--- src/verilog/cpu_pkg.sv ---
// Accumulator processor definitions
`default_nettype none

package cpu_pkg;

	// ----------------------------------------
	// Machine word
	// ----------------------------------------

	// Bit 0 is the most significant bit
	typedef logic [0:15] word_t;

	// Opcode in bits 0..3, codes 8..15 do nothing
	typedef enum logic [3:0] {
		OP_HLT = 4'd0,
		OP_LW  = 4'd1,
		OP_RW  = 4'd2,
		OP_AW  = 4'd3,
		OP_SW  = 4'd4,
		OP_LWT = 4'd5,
		OP_UJ  = 4'd6,
		OP_JZ  = 4'd7
	} opcode_e;

	// ----------------------------------------
	// Decoded instruction
	// ----------------------------------------

	typedef struct packed {
		logic mem_rd;
		logic mem_wr;
		logic ac_load;
		logic ac_add;
		logic ac_sub;
		logic jump;
		logic jump_zero;
		logic halt;
	} dec_t;

	// One system bus request
	typedef struct packed {
		logic rd;
		logic wr;
		word_t ad;
		word_t dt;
	} bus_req_t;

endpackage

`default_nettype wire

--- src/verilog/arith_unit.sv ---
// Accumulator, instruction counter and adder
`timescale 1ns/1ps
`default_nettype none

module arith_unit (
	input wire clk_sys,
	input wire arst_n,
	input wire cpu_pkg::dec_t dec,
	input wire [0:11] field,
	input wire cpu_pkg::word_t rdt,
	input wire rok,
	input wire ac_load_en,
	input wire ic_inc,
	input wire ic_jump,
	input wire addr_sel,
	output logic zero,
	output cpu_pkg::word_t ad,
	output cpu_pkg::word_t dt,
	output cpu_pkg::word_t w,
	output cpu_pkg::word_t ic
);

	import cpu_pkg::*;

	word_t ac;
	word_t imm;
	word_t field_addr;
	word_t operand;
	word_t result;

	// ----------------------------------------
	// Operand select
	// ----------------------------------------

	// Signed 12-bit immediate for LWT
	assign imm = {{4{field[0]}}, field};
	assign field_addr = {4'h0, field};

	// Timed-out read reads as zero
	assign operand = dec.mem_rd ? (rok ? rdt : '0) : imm;

	// Adder wraps modulo 2^16
	always_comb begin
		if (dec.ac_add)
			result = ac + operand;
		else if (dec.ac_sub)
			result = ac - operand;
		else
			result = operand;
	end

	// ----------------------------------------
	// Registers
	// ----------------------------------------

	always_ff @(posedge clk_sys or negedge arst_n) begin
		if (!arst_n) begin
			ac <= '0;
			ic <= '0;
		end else begin
			if (ac_load_en)
				ac <= result;
			if (ic_jump)
				ic <= field_addr;
			else if (ic_inc)
				ic <= ic + 16'd1;
		end
	end

	// ----------------------------------------
	// Flags and bus drive
	// ----------------------------------------

	assign zero = (ac == '0);

	// Instruction fetch from ic, operand access from the field
	assign ad = addr_sel ? field_addr : ic;
	assign dt = ac;

	// Panel display shows the accumulator
	assign w = ac;

endmodule

`default_nettype wire

--- src/verilog/bus_alarm.sv ---
// Bus acknowledge timeout
`timescale 1ns/1ps
`default_nettype none

module bus_alarm #(
	parameter logic [7:0] ALARM_DLY_TICKS = 8'd250
) (
	input wire clk_sys,
	input wire arst_n,
	input wire bus_busy,
	input wire rok,
	output logic alarm
);

	// Count value one cycle before the limit
	localparam logic [7:0] ALARM_LAST = ALARM_DLY_TICKS - 8'd1;

	logic [7:0] cnt;

	// Counter restarts between requests since bus_busy drops for
	// at least one cycle after each acknowledge
	always_ff @(posedge clk_sys or negedge arst_n) begin
		if (!arst_n) begin
			cnt <= 8'd0;
			alarm <= 1'b0;
		end else if (!bus_busy || rok) begin
			cnt <= 8'd0;
			alarm <= 1'b0;
		end else begin
			// Single pulse when the count hits the limit
			alarm <= (cnt == ALARM_LAST);
			// Hold at the limit
			if (cnt != ALARM_DLY_TICKS)
				cnt <= cnt + 8'd1;
		end
	end

endmodule

`default_nettype wire

--- src/verilog/cpu.sv ---
// Accumulator processor top level
`timescale 1ns/1ps
`default_nettype none

module cpu #(
	parameter logic [7:0] ALARM_DLY_TICKS = 8'd250,
	parameter logic STOP_ON_NOMEM = 1'b1
) (
	input wire clk_sys,
	input wire arst_n,

	// Control panel
	input wire start,
	output logic run,
	output logic hlt_n,
	output logic awaria,
	output cpu_pkg::word_t w,
	output cpu_pkg::word_t ic,

	// System bus
	output logic dr,
	output logic dw,
	output cpu_pkg::word_t dad,
	output cpu_pkg::word_t ddt,
	input wire rok,
	input wire cpu_pkg::word_t rdt
);

	import cpu_pkg::*;

	bus_req_t bus_req;
	dec_t dec;
	logic [0:11] field;
	logic bus_busy;
	logic alarm;
	logic zero;
	logic ir_load;
	logic ac_load_en;
	logic ic_inc;
	logic ic_jump;
	logic addr_sel;

	// ----------------------------------------
	// Bus ports
	// ----------------------------------------

	assign dr = bus_req.rd;
	assign dw = bus_req.wr;
	assign dad = bus_req.ad;
	assign ddt = bus_req.dt;

	// ----------------------------------------
	// Sequencer and bus timeout
	// ----------------------------------------

	cycle_ctl #(
		.STOP_ON_NOMEM(STOP_ON_NOMEM)
	) cycle_ctl_i (
		.clk_sys(clk_sys),
		.arst_n(arst_n),
		.start(start),
		.rok(rok),
		.alarm(alarm),
		.dec(dec),
		.zero(zero),
		.rd(bus_req.rd),
		.wr(bus_req.wr),
		.bus_busy(bus_busy),
		.ir_load(ir_load),
		.ac_load_en(ac_load_en),
		.ic_inc(ic_inc),
		.ic_jump(ic_jump),
		.addr_sel(addr_sel),
		.run(run),
		.hlt_n(hlt_n),
		.awaria(awaria)
	);

	bus_alarm #(
		.ALARM_DLY_TICKS(ALARM_DLY_TICKS)
	) bus_alarm_i (
		.clk_sys(clk_sys),
		.arst_n(arst_n),
		.bus_busy(bus_busy),
		.rok(rok),
		.alarm(alarm)
	);

	// ----------------------------------------
	// Datapath
	// ----------------------------------------

	ir_decode ir_decode_i (
		.clk_sys(clk_sys),
		.arst_n(arst_n),
		.ir_load(ir_load),
		.rdt(rdt),
		.dec(dec),
		.field(field)
	);

	arith_unit arith_unit_i (
		.clk_sys(clk_sys),
		.arst_n(arst_n),
		.dec(dec),
		.field(field),
		.rdt(rdt),
		.rok(rok),
		.ac_load_en(ac_load_en),
		.ic_inc(ic_inc),
		.ic_jump(ic_jump),
		.addr_sel(addr_sel),
		.zero(zero),
		.ad(bus_req.ad),
		.dt(bus_req.dt),
		.w(w),
		.ic(ic)
	);

endmodule

`default_nettype wire

--- src/verilog/cycle_ctl.sv ---
// Instruction cycle sequencer
`timescale 1ns/1ps
`default_nettype none

module cycle_ctl #(
	parameter logic STOP_ON_NOMEM = 1'b1
) (
	input wire clk_sys,
	input wire arst_n,
	input wire start,
	input wire rok,
	input wire alarm,
	input wire cpu_pkg::dec_t dec,
	input wire zero,
	output logic rd,
	output logic wr,
	output logic bus_busy,
	output logic ir_load,
	output logic ac_load_en,
	output logic ic_inc,
	output logic ic_jump,
	output logic addr_sel,
	output logic run,
	output logic hlt_n,
	output logic awaria
);

	typedef enum logic [2:0] {
		IDLE,
		FETCH,
		DECODE,
		OPER,
		EXEC
	} state_e;

	state_e state;
	state_e state_nx;
	logic hlt_q;
	logic awaria_q;
	logic fetch_lost;
	logic mem_op;
	logic bus_fail;
	logic bus_end;
	logic exec_act;

	assign mem_op = dec.mem_rd | dec.mem_wr;

	// Request timed out with no acknowledge
	assign bus_fail = bus_busy & alarm & ~rok;
	// Without stop on missing memory the timeout ends the phase, data taken as 0
	assign bus_end = rok | (bus_fail & ~STOP_ON_NOMEM);

	// A fetch that got no answer executes as a no-op
	assign exec_act = (state == EXEC) & ~fetch_lost;

	// ----------------------------------------
	// Bus and datapath strobes
	// ----------------------------------------

	assign rd = (state == FETCH) | ((state == OPER) & dec.mem_rd);
	assign wr = (state == OPER) & dec.mem_wr;
	assign bus_busy = rd | wr;

	assign ir_load = (state == FETCH) & rok;
	assign ic_inc = (state == FETCH) & bus_end;
	assign addr_sel = (state == OPER);

	// Memory operand lands with rok, immediate in EXEC
	assign ac_load_en = ((state == OPER) & dec.mem_rd & bus_end)
		| (exec_act & ~dec.mem_rd & (dec.ac_load | dec.ac_add | dec.ac_sub));
	assign ic_jump = exec_act & (dec.jump | (dec.jump_zero & zero));

	assign run = (state != IDLE);
	assign hlt_n = ~hlt_q;
	assign awaria = awaria_q;

	// ----------------------------------------
	// State machine
	// ----------------------------------------

	always_comb begin
		state_nx = state;
		case (state)
			IDLE: begin
				if (start)
					state_nx = FETCH;
			end
			FETCH: begin
				if (rok)
					state_nx = DECODE;
				else if (bus_end)
					state_nx = EXEC;
				else if (bus_fail)
					state_nx = IDLE;
			end
			DECODE: begin
				state_nx = mem_op ? OPER : EXEC;
			end
			OPER: begin
				if (bus_end)
					state_nx = EXEC;
				else if (bus_fail)
					state_nx = IDLE;
			end
			EXEC: begin
				state_nx = (dec.halt & ~fetch_lost) ? IDLE : FETCH;
			end
			default: begin
				state_nx = IDLE;
			end
		endcase
	end

	always_ff @(posedge clk_sys or negedge arst_n) begin
		if (!arst_n) begin
			state <= IDLE;
			fetch_lost <= 1'b0;
			hlt_q <= 1'b0;
			awaria_q <= 1'b0;
		end else begin
			state <= state_nx;
			fetch_lost <= (state == FETCH) & ~rok & bus_end;
			// Halt indication lasts until the next start
			if ((state == IDLE) & start)
				hlt_q <= 1'b0;
			else if (exec_act & dec.halt)
				hlt_q <= 1'b1;
			if (bus_fail)
				awaria_q <= 1'b1;
		end
	end

endmodule

`default_nettype wire

--- src/verilog/ir_decode.sv ---
// Instruction register and decoder
`timescale 1ns/1ps
`default_nettype none

module ir_decode (
	input wire clk_sys,
	input wire arst_n,
	input wire ir_load,
	input wire cpu_pkg::word_t rdt,
	output cpu_pkg::dec_t dec,
	output logic [0:11] field
);

	import cpu_pkg::*;

	word_t ir;
	opcode_e op;

	always_ff @(posedge clk_sys or negedge arst_n) begin
		if (!arst_n)
			ir <= '0;
		else if (ir_load)
			ir <= rdt;
	end

	// Opcode in bits 0..3, address or immediate in 4..15
	assign op = opcode_e'(ir[0:3]);
	assign field = ir[4:15];

	always_comb begin
		dec = '0;
		case (op)
			OP_HLT: begin
				dec.halt = 1'b1;
			end
			OP_LW: begin
				dec.mem_rd = 1'b1;
				dec.ac_load = 1'b1;
			end
			OP_RW: begin
				dec.mem_wr = 1'b1;
			end
			OP_AW: begin
				dec.mem_rd = 1'b1;
				dec.ac_add = 1'b1;
			end
			OP_SW: begin
				dec.mem_rd = 1'b1;
				dec.ac_sub = 1'b1;
			end
			OP_LWT: begin
				dec.ac_load = 1'b1;
			end
			OP_UJ: begin
				dec.jump = 1'b1;
			end
			OP_JZ: begin
				dec.jump_zero = 1'b1;
			end
			// Codes 8..15 leave every field clear
			default: begin
				dec = '0;
			end
		endcase
	end

endmodule

`default_nettype wire
--- config.mk ---
export PLATFORM = sky130hd
export DESIGN_NAME = cpu
export DESIGN_NICKNAME = d
export VERILOG_FILES = /design/src/verilog/cpu_pkg.sv /design/src/verilog/arith_unit.sv /design/src/verilog/bus_alarm.sv /design/src/verilog/cpu.sv /design/src/verilog/cycle_ctl.sv /design/src/verilog/ir_decode.sv
export SDC_FILE = /design/constraint.sdc
export NUM_CORES = 1
export LEC_CHECK = 0
export BUFFER_PORTS_ARGS = -buffer_cell sky130_fd_sc_hd__buf_4
export CORE_ASPECT_RATIO = 1.25
export CORE_UTILIZATION = 59
export CTS_CLUSTER_SIZE = 24
export DETAILED_ROUTE_END_ITERATION = 10
export PLACE_DENSITY = 0.87
export SKIP_CTS_REPAIR_TIMING = 1
export SLEW_MARGIN = 20
export SYNTH_ARGS = -nofsm -noshare
export SYNTH_HDL_FRONTEND = slang
export SYNTH_SLANG_ARGS = --single-unit
export TNS_END_PERCENT = 50
--- constraint.sdc ---
create_clock -name clk_sys -period 9.4 [get_ports clk_sys]
set_input_delay 0.94 -clock clk_sys [delete_from_list [all_inputs] [get_ports clk_sys]]
set_output_delay 0.94 -clock clk_sys [all_outputs]
set_load 0.005 [all_outputs]
==> reports/results.ini <==
[run_status]
failing_checks=DRC
outcome=finished, violations left

[cts]
number_of_levels_the_h_tree_was_split_into=3
cts_tree=yes
cts-root-to-sink-buffers=2
clkSlewWorstSetupHoldPaths_ns=0.08
cts-buffers-inserted=9
clk_root_buffer_cell=sky130_fd_sc_hd__clkbuf_8
worst_skew_pair.late_latency_ns=0.36
clock-sinks=63

[layout]
finalCoreUtilization_pct=70.3
final_net_count=712
insertedDiodeCount=0
post_route_cells_drive_above_1_share_pct=22.2
layout.filler_cells=667
final-seq-area_sq_um=1580
fin_cells=758
layout_common_cells=sky130_fd_sc_hd__buf_4, sky130_fd_sc_hd__nand2_1, sky130_fd_sc_hd__dfrtp_1, sky130_fd_sc_hd__nor2_1, sky130_fd_sc_hd__a21oi_1
multi_input_comb_area_sq_um=3070
mostFrequentLayoutCell=sky130_fd_sc_hd__buf_4
stdcell_area_sq_um=5790
layout-area-overhead-vs-synth_pct=15.5

[global_routing]
grt_pass1_wl_um=21800
gr-usage-all-layers_pct=31.2
antenna_found_initial=0
grt_pass1_vias=4562
grt_start_max_net_pins=64
grt_overflow_total=0

[sta]
fin_tns_setup_ns=0
setup-violations-final=0
hold_slack_ns=0.469
grt_setup_unrepaired=false
hold_viol_final=0
finalWorstPathRequiredPeriod_ns=4.88
timing.final.max_slew_violations=0
postLayoutSetupSlackWorst_ns=4.52
maximum_clock_skew_at_final_layout_ns=0.0129
timing_worst_slew_pin_value_ns=0.878
maxClockFrequency_mhz=205
final.period_utilization_pct=51.9
max_slew_headroom_pct=41.5

[floorplanning]
floorplan.core_area_sq_um=8240
floorplan.initialDensity_pct=60.9
top_level_ports=89
die_area_sq_um=8880
rows=37
die_width_um=84.5
die_height_um=105

[route]
firstDrtPassIters=8
routed-via-count=4723
wl_cell_um=17.7
vias_per_cell=6.23
routed_wl_um=13400
antenna_left=0
drt_drc_violations_left=3
initial_detailed_routing_violation_count=314

[worst_setup_path]
critPathKind=flip-flop to flip-flop
cp_cell_sequence=nor2_1 -> nand3b_1 -> nand2_1 -> and3_1 -> a21oi_1 -> inv_1 -> ha_1 -> a21o_1 -> a21oi_1 -> a32oi_1 -> a311oi_1 -> a21oi_1 -> a21oi_1 -> o21bai_1 -> xnor2_1 -> mux2i_1 -> a221o_1
critPathMostFrequentCell=sky130_fd_sc_hd__a21oi_1
critPathRequiredTime_ns=9.65
timing.critical_path.slowest_stage_cell=sky130_fd_sc_hd__a311oi_1
slowest_delay_ns=0.53
critPathLaunchType=flip-flop
worst_setup_path_end_kind=flip-flop
path_max_fanout=18
critPathArrivalTime_ns=5.13

[pwr]
power_density_nw_per_um2=416
ir_worst_vdd_mv=0.182
power.total_mw=2.41
total_leakage_power_nw=2.69

[placed_design]
postPlaceCellArea_sq_um=5600
place_congestion=0.916
portBuffers=88
place_hpwl_um=9600
post-place-ws_ns=4.71
post-place-cells=742

[synth]
syn_area_sq_um=5020
synth_compound_gate_area_share_pct=20.7
syn_area_per_cell_sq_um=8.40
synth_top_family_by_area=compound AO/OA/AOI/OAI gates
synth_warnings=0
synth-seq-area-share_pct=31.4
synth_enable_flop_cells=0
synthXorXnorAreaFrac_pct=4.89
yosys.area_share.adder_pct=9.28
synth_nets=653
ys_seq_elements=63
synthCells=597
synth.lib_cells_used.distinct=68
synth_simple_gate_area_share_pct=19.7
ys.flop_type=sky130_fd_sc_hd__dfrtp_1
postSynth.asyncResetShare_pct=100
synth.mux.area_fraction_pct=6.48

[flow_run]
timing.max_cap.violations=0

[hold_path]
hold_class=flip-flop to flip-flop

==> worst paths after layout <==
| path | from | endpoint | slack [ns] | cells past startpoint |
|---|---|---|---|---|
| min in group asynchronous | arst_n | arith_unit_i.dt[10] | 0.66 | 1 |
| max reg2reg | ir_decode_i.ir[12] | arith_unit_i.dt[15] | 4.52 | 17 |
| min reg2reg | cycle_ctl_i.awaria | cycle_ctl_i.awaria | 0.47 | 1 |
| max in group asynchronous | arst_n | arith_unit_i.ic[6] | 8.19 | 1 |
| max | ir_decode_i.ir[12] | arith_unit_i.dt[15] | 4.52 | 17 |
| min | cycle_ctl_i.awaria | cycle_ctl_i.awaria | 0.47 | 1 |
==> logic make-up (layout without fill, tap and decap cells) <==
group	after synthesis	in the layout
AOI/OAI and AO/OA	155	155
xor gates and xnor gates	28	28
adders and majority gates	36	36
buffers and inverters	80	144
muxes	29	29
other	1	1
and+or+nand+nor	205	205
DFF	63	63
==> cell type report <==
cell class / count / area share, %
sequential: 63 / 27.2
multi-input combinational: 454 / 53.0
clock inverter: 5 / 0.993
timing repair buffer: 92 / 11.9
tap: 97 / 2.09
inverter: 36 / 2.33
clock buffer: 11 / 2.44
==> metal layers <==
layer	global-route usage, %	routed length, um	up-vias
met3	6.40	842	41
met4	13.3	367	0
met5	0	0	-
met2	53.2	6760	191
li1	-	-	2221
met1	37.9	5480	2270
==> Yosys cell counts (all sizes together) (8+ instances only) <==
cell	number	area share (%)
a21o	8	1.2
a21oi	39	4.0
and3	10	1.2
buf	20	3.0
clkbuf	24	1.8
dfrtp	63	31
ha	34	8.5
inv	36	2.7
mux2	28	6.3
nand2	64	4.8
nand3	22	2.3
nor2	59	4.4
o21ai	32	3.2
o21bai	9	1.3
xnor2	14	2.4
xor2	14	2.4
==> report_power, final <==
part           leakage [nW]  internal (mW)  total [mW]  switching (mW)
sequential            0.773          0.369       0.539           0.170
combinational          1.81          0.724        1.62           0.897
clock                 0.103          0.130       0.249           0.119
==> sequential cells by signal, summed over array words and instances (netlist names) <==
name,count
ir_decode_i.ir,16
arith_unit_i.ic,16
cycle_ctl_i.hlt_q,1
bus_alarm_i.alarm,1
cycle_ctl_i.awaria,1
arith_unit_i.dt,16
bus_alarm_i.cnt,8
cycle_ctl_i.state,3
cycle_ctl_i.fetch_lost,1
==> worst max-delay path: cells and delay by family (launching register included) <==
kind | cells | cell delay, ns
muxes | 1 | 0.10
AOI/OAI and AO/OA | 9 | 2.06
xor gates and xnor gates | 1 | 0.17
DFF | 1 | 0.52
adders and majority gates | 1 | 0.36
and+or+nand+nor | 4 | 1.46
buffers and inverters | 1 | 0.08
(Power assumes the default switching activity.)
